$ cat config.mk
export PLATFORM = sky130hd
export DESIGN_NAME = router_egress
export DESIGN_NICKNAME = d
export VERILOG_FILES = /design/src/verilog/egress_pkg.sv /design/src/verilog/egress_ctrl.sv /design/src/verilog/egress_port_buffer.sv /design/src/verilog/egress_pkt_counters.sv /design/src/verilog/router_egress.sv
export SDC_FILE = /design/constraint.sdc
export NUM_CORES = 2
export LEC_CHECK = 0
export BUFFER_PORTS_ARGS = -buffer_cell sky130_fd_sc_hd__clkbuf_2
export CORE_ASPECT_RATIO = 0.6
export CORE_MARGIN = 2
export CORE_UTILIZATION = 52
export DETAILED_ROUTE_END_ITERATION = 12
export PLACE_DENSITY = 0.71
export SYNTH_ARGS = -nofsm -noshare
export SYNTH_HDL_FRONTEND = slang
export SYNTH_MEMORY_MAX_BITS = 65536
export SYNTH_SLANG_ARGS = --single-unit
$ cat constraint.sdc
create_clock -name clk -period 8.75 [get_ports clk]
set_input_delay 1.75 -clock clk [delete_from_list [all_inputs] [get_ports clk]]
set_output_delay 1.75 -clock clk [all_outputs]
set_load 0.02 [all_outputs]
$ cat src/verilog/egress_pkg.sv
////////////////////////////////////////////////////////////
// Sizes, word types and packet states for the egress stage.
// Every egress module takes these by wildcard import.
////////////////////////////////////////////////////////////

package egress_pkg;

    ////////////////////////////////////////////////////////////
    // Sizes

    // Egress ports and the width of a port number
    localparam int num_ports = 4;
    localparam int port_w    = 2;

    // Bytes carried by one stream word
    localparam int data_bytes = 8;

    // Words per port buffer, also the upstream credit per port
    localparam int buf_depth = 16;
    localparam int buf_ptr_w = $clog2(buf_depth);

    // Delivered-packet counter width
    localparam int cnt_w = 16;

    ////////////////////////////////////////////////////////////
    // Stream types

    // One stream word, keep is contiguous from byte 0
    typedef struct packed {
        logic [data_bytes*8-1:0] data;
        logic [data_bytes-1:0]   keep;
        logic                    last;
    } egr_word_t;

    // Input beat with its egress port
    typedef struct packed {
        logic              valid;
        logic [port_w-1:0] port;
        egr_word_t         word;
    } egr_in_t;

    // Credits handed back to one port in one cycle, 0 to 2
    typedef logic [1:0] credit_cnt_t;

    ////////////////////////////////////////////////////////////
    // Control state

    // Where the input stream is within a packet
    typedef enum logic [1:0] {
        pkt_start,
        pkt_forward,
        pkt_discard
    } pkt_state_e;

endpackage

$ cat src/verilog/egress_ctrl.sv
////////////////////////////////////////////////////////////
// Steers input packets to port buffers or drops them whole,
// and returns upstream credits for popped or dropped words.
////////////////////////////////////////////////////////////

`timescale 1ns/10ps

module egress_ctrl
    import egress_pkg::*;
(
    input  logic                        clk,
    input  logic                        rst,
    input  egr_in_t                     egr_in,
    input  logic [num_ports-1:0]        port_enable,
    input  logic [num_ports-1:0]        pop,
    output logic [num_ports-1:0]        wr_en,
    output egr_word_t                   wr_word,
    output credit_cnt_t [num_ports-1:0] credit_return
);

    pkt_state_e           state;
    pkt_state_e           state_nxt;
    logic [port_w-1:0]    port_q;
    logic [port_w-1:0]    sel_port;
    logic                 fwd;
    logic [num_ports-1:0] discard;

    ////////////////////////////////////////////////////////////
    // Packet FSM

    always_comb begin
        state_nxt = state;

        // First word decides for the whole packet
        if (state == pkt_start) begin
            sel_port = egr_in.port;
            fwd      = port_enable[egr_in.port];
        end else begin
            sel_port = port_q;
            fwd      = (state == pkt_forward);
        end

        if (egr_in.valid) begin
            if (egr_in.word.last) begin
                state_nxt = pkt_start;
            end else if (state == pkt_start) begin
                state_nxt = fwd ? pkt_forward : pkt_discard;
            end
        end
    end

    always_ff @(posedge clk) begin
        if (rst) begin
            state  <= pkt_start;
            port_q <= '0;
        end else begin
            state <= state_nxt;
            if (egr_in.valid && state == pkt_start) begin
                port_q <= egr_in.port;
            end
        end
    end

    ////////////////////////////////////////////////////////////
    // Write stage toward the buffers

    // One-hot write strobe, dropped words only mark a discard
    always_ff @(posedge clk) begin
        if (rst) begin
            wr_en   <= '0;
            discard <= '0;
        end else begin
            wr_en   <= '0;
            discard <= '0;
            if (egr_in.valid) begin
                if (fwd) begin
                    wr_en[sel_port] <= 1'b1;
                end else begin
                    discard[sel_port] <= 1'b1;
                end
            end
        end
    end

    always_ff @(posedge clk) begin
        if (egr_in.valid) begin
            wr_word <= egr_in.word;
        end
    end

    ////////////////////////////////////////////////////////////
    // Credit return

    // A port can free a slot by pop and by discard in one cycle
    always_ff @(posedge clk) begin
        if (rst) begin
            credit_return <= '0;
        end else begin
            for (int p = 0; p < num_ports; p++) begin
                credit_return[p] <= {1'b0, pop[p]} + {1'b0, discard[p]};
            end
        end
    end

endmodule

$ cat src/verilog/egress_port_buffer.sv
////////////////////////////////////////////////////////////
// Word FIFO for one egress port, head word drives the port
// stream and every transfer pulses pop for credit return.
////////////////////////////////////////////////////////////

`timescale 1ns/10ps

module egress_port_buffer
    import egress_pkg::*;
(
    input  logic      clk,
    input  logic      rst,
    input  logic      wr_en,
    input  egr_word_t wr_word,
    output egr_word_t out_word,
    output logic      out_valid,
    input  logic      out_ready,
    output logic      pop
);

    // Storage and pointers
    egr_word_t            mem [buf_depth];
    logic [buf_ptr_w-1:0] wr_ptr;
    logic [buf_ptr_w-1:0] rd_ptr;

    // Occupancy needs one bit more than the pointers
    logic [buf_ptr_w:0]   count;
    logic                 rd_en;

    ////////////////////////////////////////////////////////////
    // Output stream

    // Head word stays put until the sink takes it
    assign out_valid = (count != '0);
    assign out_word  = mem[rd_ptr];
    assign rd_en     = out_valid & out_ready;

    ////////////////////////////////////////////////////////////
    // Storage

    always_ff @(posedge clk) begin
        if (wr_en) begin
            mem[wr_ptr] <= wr_word;
        end
    end

    ////////////////////////////////////////////////////////////
    // Pointers and occupancy

    // Depth is a power of two, so pointers wrap by themselves
    always_ff @(posedge clk) begin
        if (rst) begin
            wr_ptr <= '0;
            rd_ptr <= '0;
        end else begin
            if (wr_en) begin
                wr_ptr <= wr_ptr + 1'b1;
            end
            if (rd_en) begin
                rd_ptr <= rd_ptr + 1'b1;
            end
        end
    end

    // Upstream credits keep writes from ever hitting a full FIFO
    always_ff @(posedge clk) begin
        if (rst) begin
            count <= '0;
        end else begin
            case ({wr_en, rd_en})
                2'b10: begin
                    count <= count + 1'b1;
                end
                2'b01: begin
                    count <= count - 1'b1;
                end
                default: begin
                    count <= count;
                end
            endcase
        end
    end

    ////////////////////////////////////////////////////////////
    // Pop pulse

    // One cycle after each transfer
    always_ff @(posedge clk) begin
        if (rst) begin
            pop <= 1'b0;
        end else begin
            pop <= rd_en;
        end
    end

endmodule

$ cat src/verilog/egress_pkt_counters.sv
////////////////////////////////////////////////////////////
// Per-port delivered-packet counters, saturating, each with
// its own clear.
////////////////////////////////////////////////////////////

`timescale 1ns/10ps

module egress_pkt_counters
    import egress_pkg::*;
(
    input  logic                            clk,
    input  logic                            rst,
    input  logic [num_ports-1:0]            out_valid,
    input  logic [num_ports-1:0]            out_ready,
    input  logic [num_ports-1:0]            out_last,
    input  logic [num_ports-1:0]            cnt_clear,
    output logic [num_ports-1:0][cnt_w-1:0] pkt_count
);

    // Last-word transfers seen on the previous edge
    logic [num_ports-1:0] last_xfer;

    ////////////////////////////////////////////////////////////
    // End-of-packet detect

    always_ff @(posedge clk) begin
        if (rst) begin
            last_xfer <= '0;
        end else begin
            last_xfer <= out_valid & out_ready & out_last;
        end
    end

    ////////////////////////////////////////////////////////////
    // Counters

    // Clear has priority over a pending increment
    always_ff @(posedge clk) begin
        if (rst) begin
            pkt_count <= '0;
        end else begin
            for (int p = 0; p < num_ports; p++) begin
                if (cnt_clear[p]) begin
                    pkt_count[p] <= '0;
                end else if (last_xfer[p] && pkt_count[p] != '1) begin
                    pkt_count[p] <= pkt_count[p] + 1'b1;
                end
            end
        end
    end

endmodule

$ cat src/verilog/router_egress.sv
////////////////////////////////////////////////////////////
// Egress stage top level: control, four port buffers and
// the packet counters.
////////////////////////////////////////////////////////////

`timescale 1ns/10ps

module router_egress
    import egress_pkg::*;
(
    input  logic                            clk,
    input  logic                            rst,
    input  egr_in_t                         egr_in,
    input  logic [num_ports-1:0]            port_enable,
    input  logic [num_ports-1:0]            cnt_clear,
    input  logic [num_ports-1:0]            out_ready,
    output credit_cnt_t [num_ports-1:0]     credit_return,
    output egr_word_t [num_ports-1:0]       out_word,
    output logic [num_ports-1:0]            out_valid,
    output logic [num_ports-1:0][cnt_w-1:0] pkt_count
);

    // Control to buffers
    logic [num_ports-1:0] wr_en;
    egr_word_t            wr_word;

    // Buffers back to control and counters
    logic [num_ports-1:0] pop;
    logic [num_ports-1:0] out_last;

    ////////////////////////////////////////////////////////////
    // Control

    egress_ctrl i_egress_ctrl (
        .clk           (clk),
        .rst           (rst),
        .egr_in        (egr_in),
        .port_enable   (port_enable),
        .pop           (pop),
        .wr_en         (wr_en),
        .wr_word       (wr_word),
        .credit_return (credit_return)
    );

    ////////////////////////////////////////////////////////////
    // Port buffers

    for (genvar p = 0; p < num_ports; p++) begin : g_port
        egress_port_buffer i_egress_port_buffer (
            .clk       (clk),
            .rst       (rst),
            .wr_en     (wr_en[p]),
            .wr_word   (wr_word),
            .out_word  (out_word[p]),
            .out_valid (out_valid[p]),
            .out_ready (out_ready[p]),
            .pop       (pop[p])
        );

        assign out_last[p] = out_word[p].last;
    end

    ////////////////////////////////////////////////////////////
    // Packet counters

    egress_pkt_counters i_egress_pkt_counters (
        .clk       (clk),
        .rst       (rst),
        .out_valid (out_valid),
        .out_ready (out_ready),
        .out_last  (out_last),
        .cnt_clear (cnt_clear),
        .pkt_count (pkt_count)
    );

endmodule

Word-level counts from Yosys, hierarchy flattened:

Memories as Yosys holds them, arrays and structs flattened. A register that Yosys moved wholly into a read port is not among the register bits.
Cells that the tools add are included.

* add/sub/neg operators: 24
* order comparisons: 3
* eq/ne operators: 13
* muxes and demuxes: 29
* bitwise operators: 8
* reduce and logical (&&, ||, !) cells: 23

Operators with widths (count)
* $add A16 B1 Y16 const B: 4
* $ne A16 B16 Y1 const B: 4
* $pmux W5 S2: 4
* $add A4 B1 Y4 const B: 8
* $mux W4: 8
* $add A5 B1 Y5 const B: 4
* $reduce_bool A5 Y1: 4
* $sub A5 B1 Y5 const B: 4
* $mux W1: 11
* $eq A2 B1 Y1 const B: 5
* $reduce_bool A2 Y1: 5
* $add A1 B1 Y2: 4
* $and A4 B4 Y4: 2
* $eq A2 B2 Y1 const B: 4
* $mux W2: 4
* $reduce_or A2 Y1: 4
* $logic_and A1 B1 Y1: 6
* $lt A2 B3 Y1 const B: 2
* $reduce_or A3 Y1: 2
* $and A1 B1 Y1: 4
* $bmux W1 S2: 1
* $demux W1 S2: 1
* $ge A2 B1 Y1 const B: 1
* $logic_not A2 Y1: 1
* other kinds (2): 3

* register bits after elaboration: 217
* bits in writable memories: 4672
* bits of input ports: 90
* output and inout bits: 368
* logic and storage cells: 136
* memories kept: 4

Memories
* g_port[0].i_egress_port_buffer.mem: depth 16, bits a word 73, rd ports 1, clocked after memory_dff 1, write ports 1, line egress_port_buffer.sv:22 `egr_word_t mem [buf_depth];`
* g_port[1].i_egress_port_buffer.mem: depth 16, bits a word 73, rd ports 1, clocked after memory_dff 1, write ports 1, line egress_port_buffer.sv:22
* g_port[2].i_egress_port_buffer.mem: depth 16, bits a word 73, rd ports 1, clocked after memory_dff 1, write ports 1, line egress_port_buffer.sv:22
* g_port[3].i_egress_port_buffer.mem: depth 16, bits a word 73, rd ports 1, clocked after memory_dff 1, write ports 1, line egress_port_buffer.sv:22

Logic depth before layout (Yosys ltp):

* word-level depth: 6
* gate-level depth with buffers: 12
* gate-level depth less buffers: 10

Cells and area by module:

Synthesis repeated with hierarchy kept, for this count alone.

* cell total of the unflattened synthesis: 8143
* area, all modules: 184738.4 µm²

Modules (own cells, without submodules)
* egress_port_buffer at g_port[0].i_egress_port_buffer ...: instances 3, cells each 1900, area each 44594.0 µm², seq. area each 35434.0 µm²
* egress_port_buffer at g_port[1].i_egress_port_buffer: instances 1, cells each 1900, area each 44601.5 µm², seq. area each 35434.0 µm²
* egress_pkt_counters: instances 1, cells each 397, area each 3370.7 µm², seq. area each 1361.3 µm²
* egress_ctrl: instances 1, cells each 146, area each 2984.1 µm², seq. area each 2592.5 µm²

Worst setup path before layout:

OpenSTA, ideal clock, no wires.

* path kind: input port to flip-flop
* start: input port out_ready[3]
* end: register g_port[3].i_egress_port_buffer.count[4]
* arrival time: 3.744 ns
* path slack: 4.935 ns
* cell stages on the path: 10
* buffers on the path: 1
* path through: a21boi_1 > ha_1 > clkbuf_1 > xor2_1 > ha_1 > a21oi_1 > a32o_1 > a21oi_1 > or3_1 > a21oi_1

* word-level cells in the longest chain between the ends: 3

Ends and longest elaborated chain
* start, declared: line router_egress.sv:16 `input logic [num_ports-1:0] out_ready,`
* $and A1 B1 Y1 (*): line egress_port_buffer.sv:36 `assign rd_en = out_valid & out_ready;`
* $eq A2 B1 Y1 / $eq A2 B2 Y1 (equally long branches): line egress_port_buffer.sv:70 `case ({wr_en, rd_en})`
* $pmux W5 S2 / $reduce_bool A2 Y1 (equally long branches)
* end signal, assigned: line egress_port_buffer.sv:72 `count <= count + 1'b1;`
* end signal, assigned: line egress_port_buffer.sv:75 `count <= count - 1'b1;`
* end signal, assigned: line egress_port_buffer.sv:78 `count <= count;`
* end, declared: line egress_port_buffer.sv:27 `logic [buf_ptr_w:0] count;`

Mark *: on every way between the ends. The rest lies on a longest branch, timed or not.
A chain may end at the register's enable or synchronous reset.

==> impl_metrics.xml <==
<?xml version="1.0" encoding="UTF-8"?>
<metrics>
  <group name="grt">
    <metric name="grt_antenna_before_repair" unit="">13</metric>
    <metric name="grt_util_all_layers" unit="%">23.8</metric>
    <metric name="grt_pass1_vias" unit="">83951</metric>
    <metric name="globalRouteOverflowTotal" unit="">0</metric>
    <metric name="grt_first_pass_wirelength" unit="mm">620</metric>
    <metric name="grt_max_degree" unit="">152</metric>
  </group>
  <group name="placement">
    <metric name="gpl.final_weighted_congestion" unit="">0.766</metric>
    <metric name="place_hpwl" unit="mm">231</metric>
    <metric name="port_buffers" unit="">457</metric>
  </group>
  <group name="power">
    <metric name="cellLeakagePower" unit="nW">62.9</metric>
    <metric name="p_per_area" unit="nW/um^2">230</metric>
    <metric name="vdd_drop_max" unit="uV">210</metric>
  </group>
  <group name="synth">
    <metric name="synth_sequential_area_ratio" unit="%">78.6</metric>
    <metric name="synth_fp_nets" unit="">7552</metric>
    <metric name="synth.cell_area" unit="um^2">185000</metric>
    <metric name="cell_variety_after_synth" unit="">66</metric>
    <metric name="synthCells" unit="">7420</metric>
    <metric name="yosys_warnings" unit="">0</metric>
    <metric name="synth_flop_cell" unit="">edfxtp_1</metric>
    <metric name="ys_seq_elements" unit="">4905</metric>
    <metric name="synth_enable_flop_cells" unit="">4745</metric>
    <metric name="ys_async_sr_fraction" unit="%">0</metric>
    <metric name="syn_avg_cell_area" unit="um^2">25.0</metric>
  </group>
  <group name="job">
    <metric name="max_cap_viol_count" unit="">0</metric>
  </group>
  <group name="hold_path">
    <metric name="worst_hold_path.endpoint" unit="">g_port[0].i_egress_port_buffer.count[4]</metric>
    <metric name="timing.hold.worst_path_depth" unit="">2</metric>
    <metric name="holdCritPathClass" unit="">reg2reg</metric>
    <metric name="min-delay-start" unit="">g_port[0].i_egress_port_buffer.count[4]</metric>
  </group>
  <group name="detailed_routing">
    <metric name="first_iter_violations" unit="">11129</metric>
    <metric name="highest-signal-layer" unit="">met5</metric>
    <metric name="met1_length" unit="mm">180</metric>
    <metric name="met3RoutedLength" unit="mm">41.3</metric>
    <metric name="dr.pass1.iters" unit="">5</metric>
    <metric name="route.detailed.vias_per_inst" unit="">6.36</metric>
    <metric name="routed-via-count" unit="">84073</metric>
    <metric name="route.detailed.wl_per_inst" unit="um">32.8</metric>
    <metric name="met2WireLength" unit="mm">204</metric>
    <metric name="routed_wl" unit="mm">434</metric>
    <metric name="drt.antenna.violating_nets" unit="">0</metric>
    <metric name="drc" unit="">0</metric>
  </group>
  <group name="timing">
    <metric name="timing_hold_violations_final" unit="">0</metric>
    <metric name="finalSetupTns" unit="ns">0</metric>
    <metric name="grt_setup_unrepaired" unit="">no</metric>
    <metric name="worst_clock_skew" unit="ns">0.104</metric>
    <metric name="final_period_util" unit="%">67.8</metric>
    <metric name="timing.fmax" unit="MHz">169</metric>
    <metric name="fin_hold_ws" unit="ns">0.510</metric>
    <metric name="timing.slew.headroom" unit="%">15.1</metric>
    <metric name="tightest_slew" unit="ns">1.27</metric>
    <metric name="drv_slew" unit="">0</metric>
    <metric name="timing.final.setup_violations" unit="">0</metric>
    <metric name="timing.final.crit_period" unit="ns">5.93</metric>
  </group>
  <group name="clock_network">
    <metric name="tritoncts" unit="">built</metric>
    <metric name="cts.clk_slew.worst_paths" unit="ns">0.07</metric>
    <metric name="cts_repair_resize_count" unit="">0</metric>
    <metric name="cts-htree-levels" unit="">5</metric>
    <metric name="cts_sinks" unit="">4905</metric>
    <metric name="post-cts-setup-buffer-count" unit="">0</metric>
    <metric name="clockBufferDepth" unit="">4</metric>
    <metric name="cts_root_buf" unit="">clkbuf_16</metric>
    <metric name="clk-insertion-delay-late" unit="ns">0.99</metric>
    <metric name="holdBufCountCts" unit="">0</metric>
    <metric name="tritoncts_buffers" unit="">429</metric>
  </group>
  <group name="critical_path">
    <metric name="crit_path_cell_trace" unit="">buf_12 -&gt; buf_12 -&gt; mux4_2 -&gt; mux4_2 -&gt; clkbuf_2</metric>
    <metric name="r2r_slack" unit="ns">5.24</metric>
    <metric name="worst_ep_arrival_time" unit="ns">4.18</metric>
    <metric name="cpMaxStageDelayCell" unit="">dfxtp_4</metric>
    <metric name="r2r-start" unit="">i_egress_ctrl.wr_en[3]</metric>
    <metric name="timing.critical_path.from_type" unit="">flip-flop</metric>
    <metric name="crit_path_max_fanout" unit="">103</metric>
    <metric name="worstRegToRegCells" unit="">5</metric>
    <metric name="setup.worst_path.end_class" unit="">output port</metric>
    <metric name="worst-setup-path-type" unit="">reg2out</metric>
    <metric name="timing.critical_path.required" unit="ns">7.00</metric>
    <metric name="endpoint_of_the_lowest_slack_register_to_register_path" unit="">g_port[3].i_egress_port_buffer.mem[3][43]</metric>
    <metric name="worst_path_largest_cell_delay" unit="ns">0.75</metric>
  </group>
  <group name="cells_and_area">
    <metric name="layout.area.seq" unit="um^2">146000</metric>
    <metric name="multi_input_comb_area" unit="um^2">37500</metric>
    <metric name="area.growth.synth_to_final" unit="%">11.7</metric>
    <metric name="drive_gt1_share" unit="%">32.7</metric>
    <metric name="filler_cell_count" unit="">24261</metric>
    <metric name="final_util" unit="%">58.5</metric>
    <metric name="final_common_cell" unit="">edfxtp_1</metric>
    <metric name="antennaDiodeCount" unit="">0</metric>
    <metric name="design.final.nets" unit="">8298</metric>
    <metric name="mostFrequentLayoutCells" unit="">edfxtp_1, mux4_2, clkbuf_2, clkbuf_16, buf_4</metric>
  </group>
  <group name="die">
    <metric name="placement_rows" unit="">169</metric>
    <metric name="design.core.area" unit="um^2">354000</metric>
    <metric name="die_area" unit="um^2">361000</metric>
    <metric name="start_util" unit="%">52.4</metric>
    <metric name="die_height" unit="um">466</metric>
    <metric name="dieWidth" unit="um">775</metric>
    <metric name="ioPinCount" unit="">458</metric>
  </group>
  <group name="outcome">
    <metric name="outcome" unit="">complete, no violations</metric>
  </group>
</metrics>
-- stage by stage --
step	instances	instance area, um^2	worst slack [ns]	power [W]
after detailed placement	12437	193000	3.67	0.0294
after global routing	13226	207000	2.53	0.0489
after global placement	12437	193000	3.71	0.0293
after floorplan	7420	185000	4.94	0.0286
after CTS	13226	207000	2.65	0.0479
final	13226	207000	2.82	0.0475
-- sequential cells by signal, summed over array words and instances, names as in the netlist, named ones only --
register	count
g_port.i_egress_port_buffer.pop	4
g_port.i_egress_port_buffer.mem	4672
i_egress_ctrl.discard	4
i_egress_ctrl.state	2
i_egress_pkt_counters.last_xfer	4
i_egress_ctrl.wr_en	4
g_port.i_egress_port_buffer.wr_ptr	16
i_egress_pkt_counters.pkt_count	64
g_port.i_egress_port_buffer.rd_ptr	16
i_egress_ctrl.wr_word	73
i_egress_ctrl.credit_return	8
g_port.i_egress_port_buffer.count	20
i_egress_ctrl.port_q	2
-- cells in the mapped netlist (42+ instances only) --
| cell type | count | area share, % |
|---|---|---|
| and2_1 | 68 | 0.23 |
| buf_2 | 74 | 0.20 |
| buf_6 | 57 | 0.35 |
| clkbuf_1 | 142 | 0.29 |
| dfxtp_1 | 160 | 1.7 |
| edfxtp_1 | 4745 | 77 |
| ha_1 | 42 | 0.28 |
| mux4_1 | 42 | 0.60 |
| mux4_2 | 1419 | 17 |
| nand2_1 | 55 | 0.11 |
| nor2_1 | 127 | 0.26 |
| xor2_1 | 51 | 0.24 |
-- final cells by class --
class                   instances  area share [%]
clock buffers                 519            5.42
multi-input cells            2132            18.1
repair buffers                676            2.00
flip-flops and latches       4905            70.4
well taps                    4702            2.84
clock inverters               270            1.18
inverters                      22          0.0399
-- critical path, delay by kind of cell (launching register included) --
family / cells / cell delay (ns)
buffers and inverters: 3 / 1.13
muxes: 2 / 1.03
DFF: 1 / 0.75
-- logic make-up (layout without fill, tap and decap cells) --
| logic type | Yosys count | in the layout | share of synthesized area, % |
|---|---|---|---|
| flip-flops | 4905 | 4905 | 78.6 |
| multiplexers | 1478 | 1478 | 17.9 |
| AND/OR/NAND/NOR | 422 | 422 | 1.19 |
| buffers and inverters | 383 | 1487 | 1.24 |
| AO/OA/AOI/OAI | 111 | 111 | 0.387 |
| XOR/XNOR | 79 | 79 | 0.373 |
| adder cells (fa/ha/maj) | 42 | 42 | 0.284 |
-- layer usage --
metal  vias up  GRT usage [%]
li1      33593              -
met1     45499           36.6
met2      4435           36.6
met3       538           4.38
met4         8           4.77
met5         -              0
-- power by group --
group	total [W]	switching (W)	leakage [nW]	internal, W
logic	0.00276	0.00162	12.2	0.00113
registers	0.0261	0.000107	44.0	0.0260
clock network	0.0187	0.00838	6.66	0.0103
-- worst max-delay path by stage --
stage	to	startpoint	slack, ns	depth (start not counted)
2_1_floorplan	g_port[3].i_egress_port_buffer.count[4]	out_ready[3]	4.94	10
3_3_place_gp	out_word[101]	flip-flop	3.71	4
3_5_place_dp	out_word[222]	flip-flop	3.67	4
4_1_cts	out_word[101]	flip-flop	2.65	4
5_1_grt	out_word[84]	flip-flop	2.53	4
6_report	out_word[101]	flip-flop	2.82	5
Power figures use the tool's default switching activity.
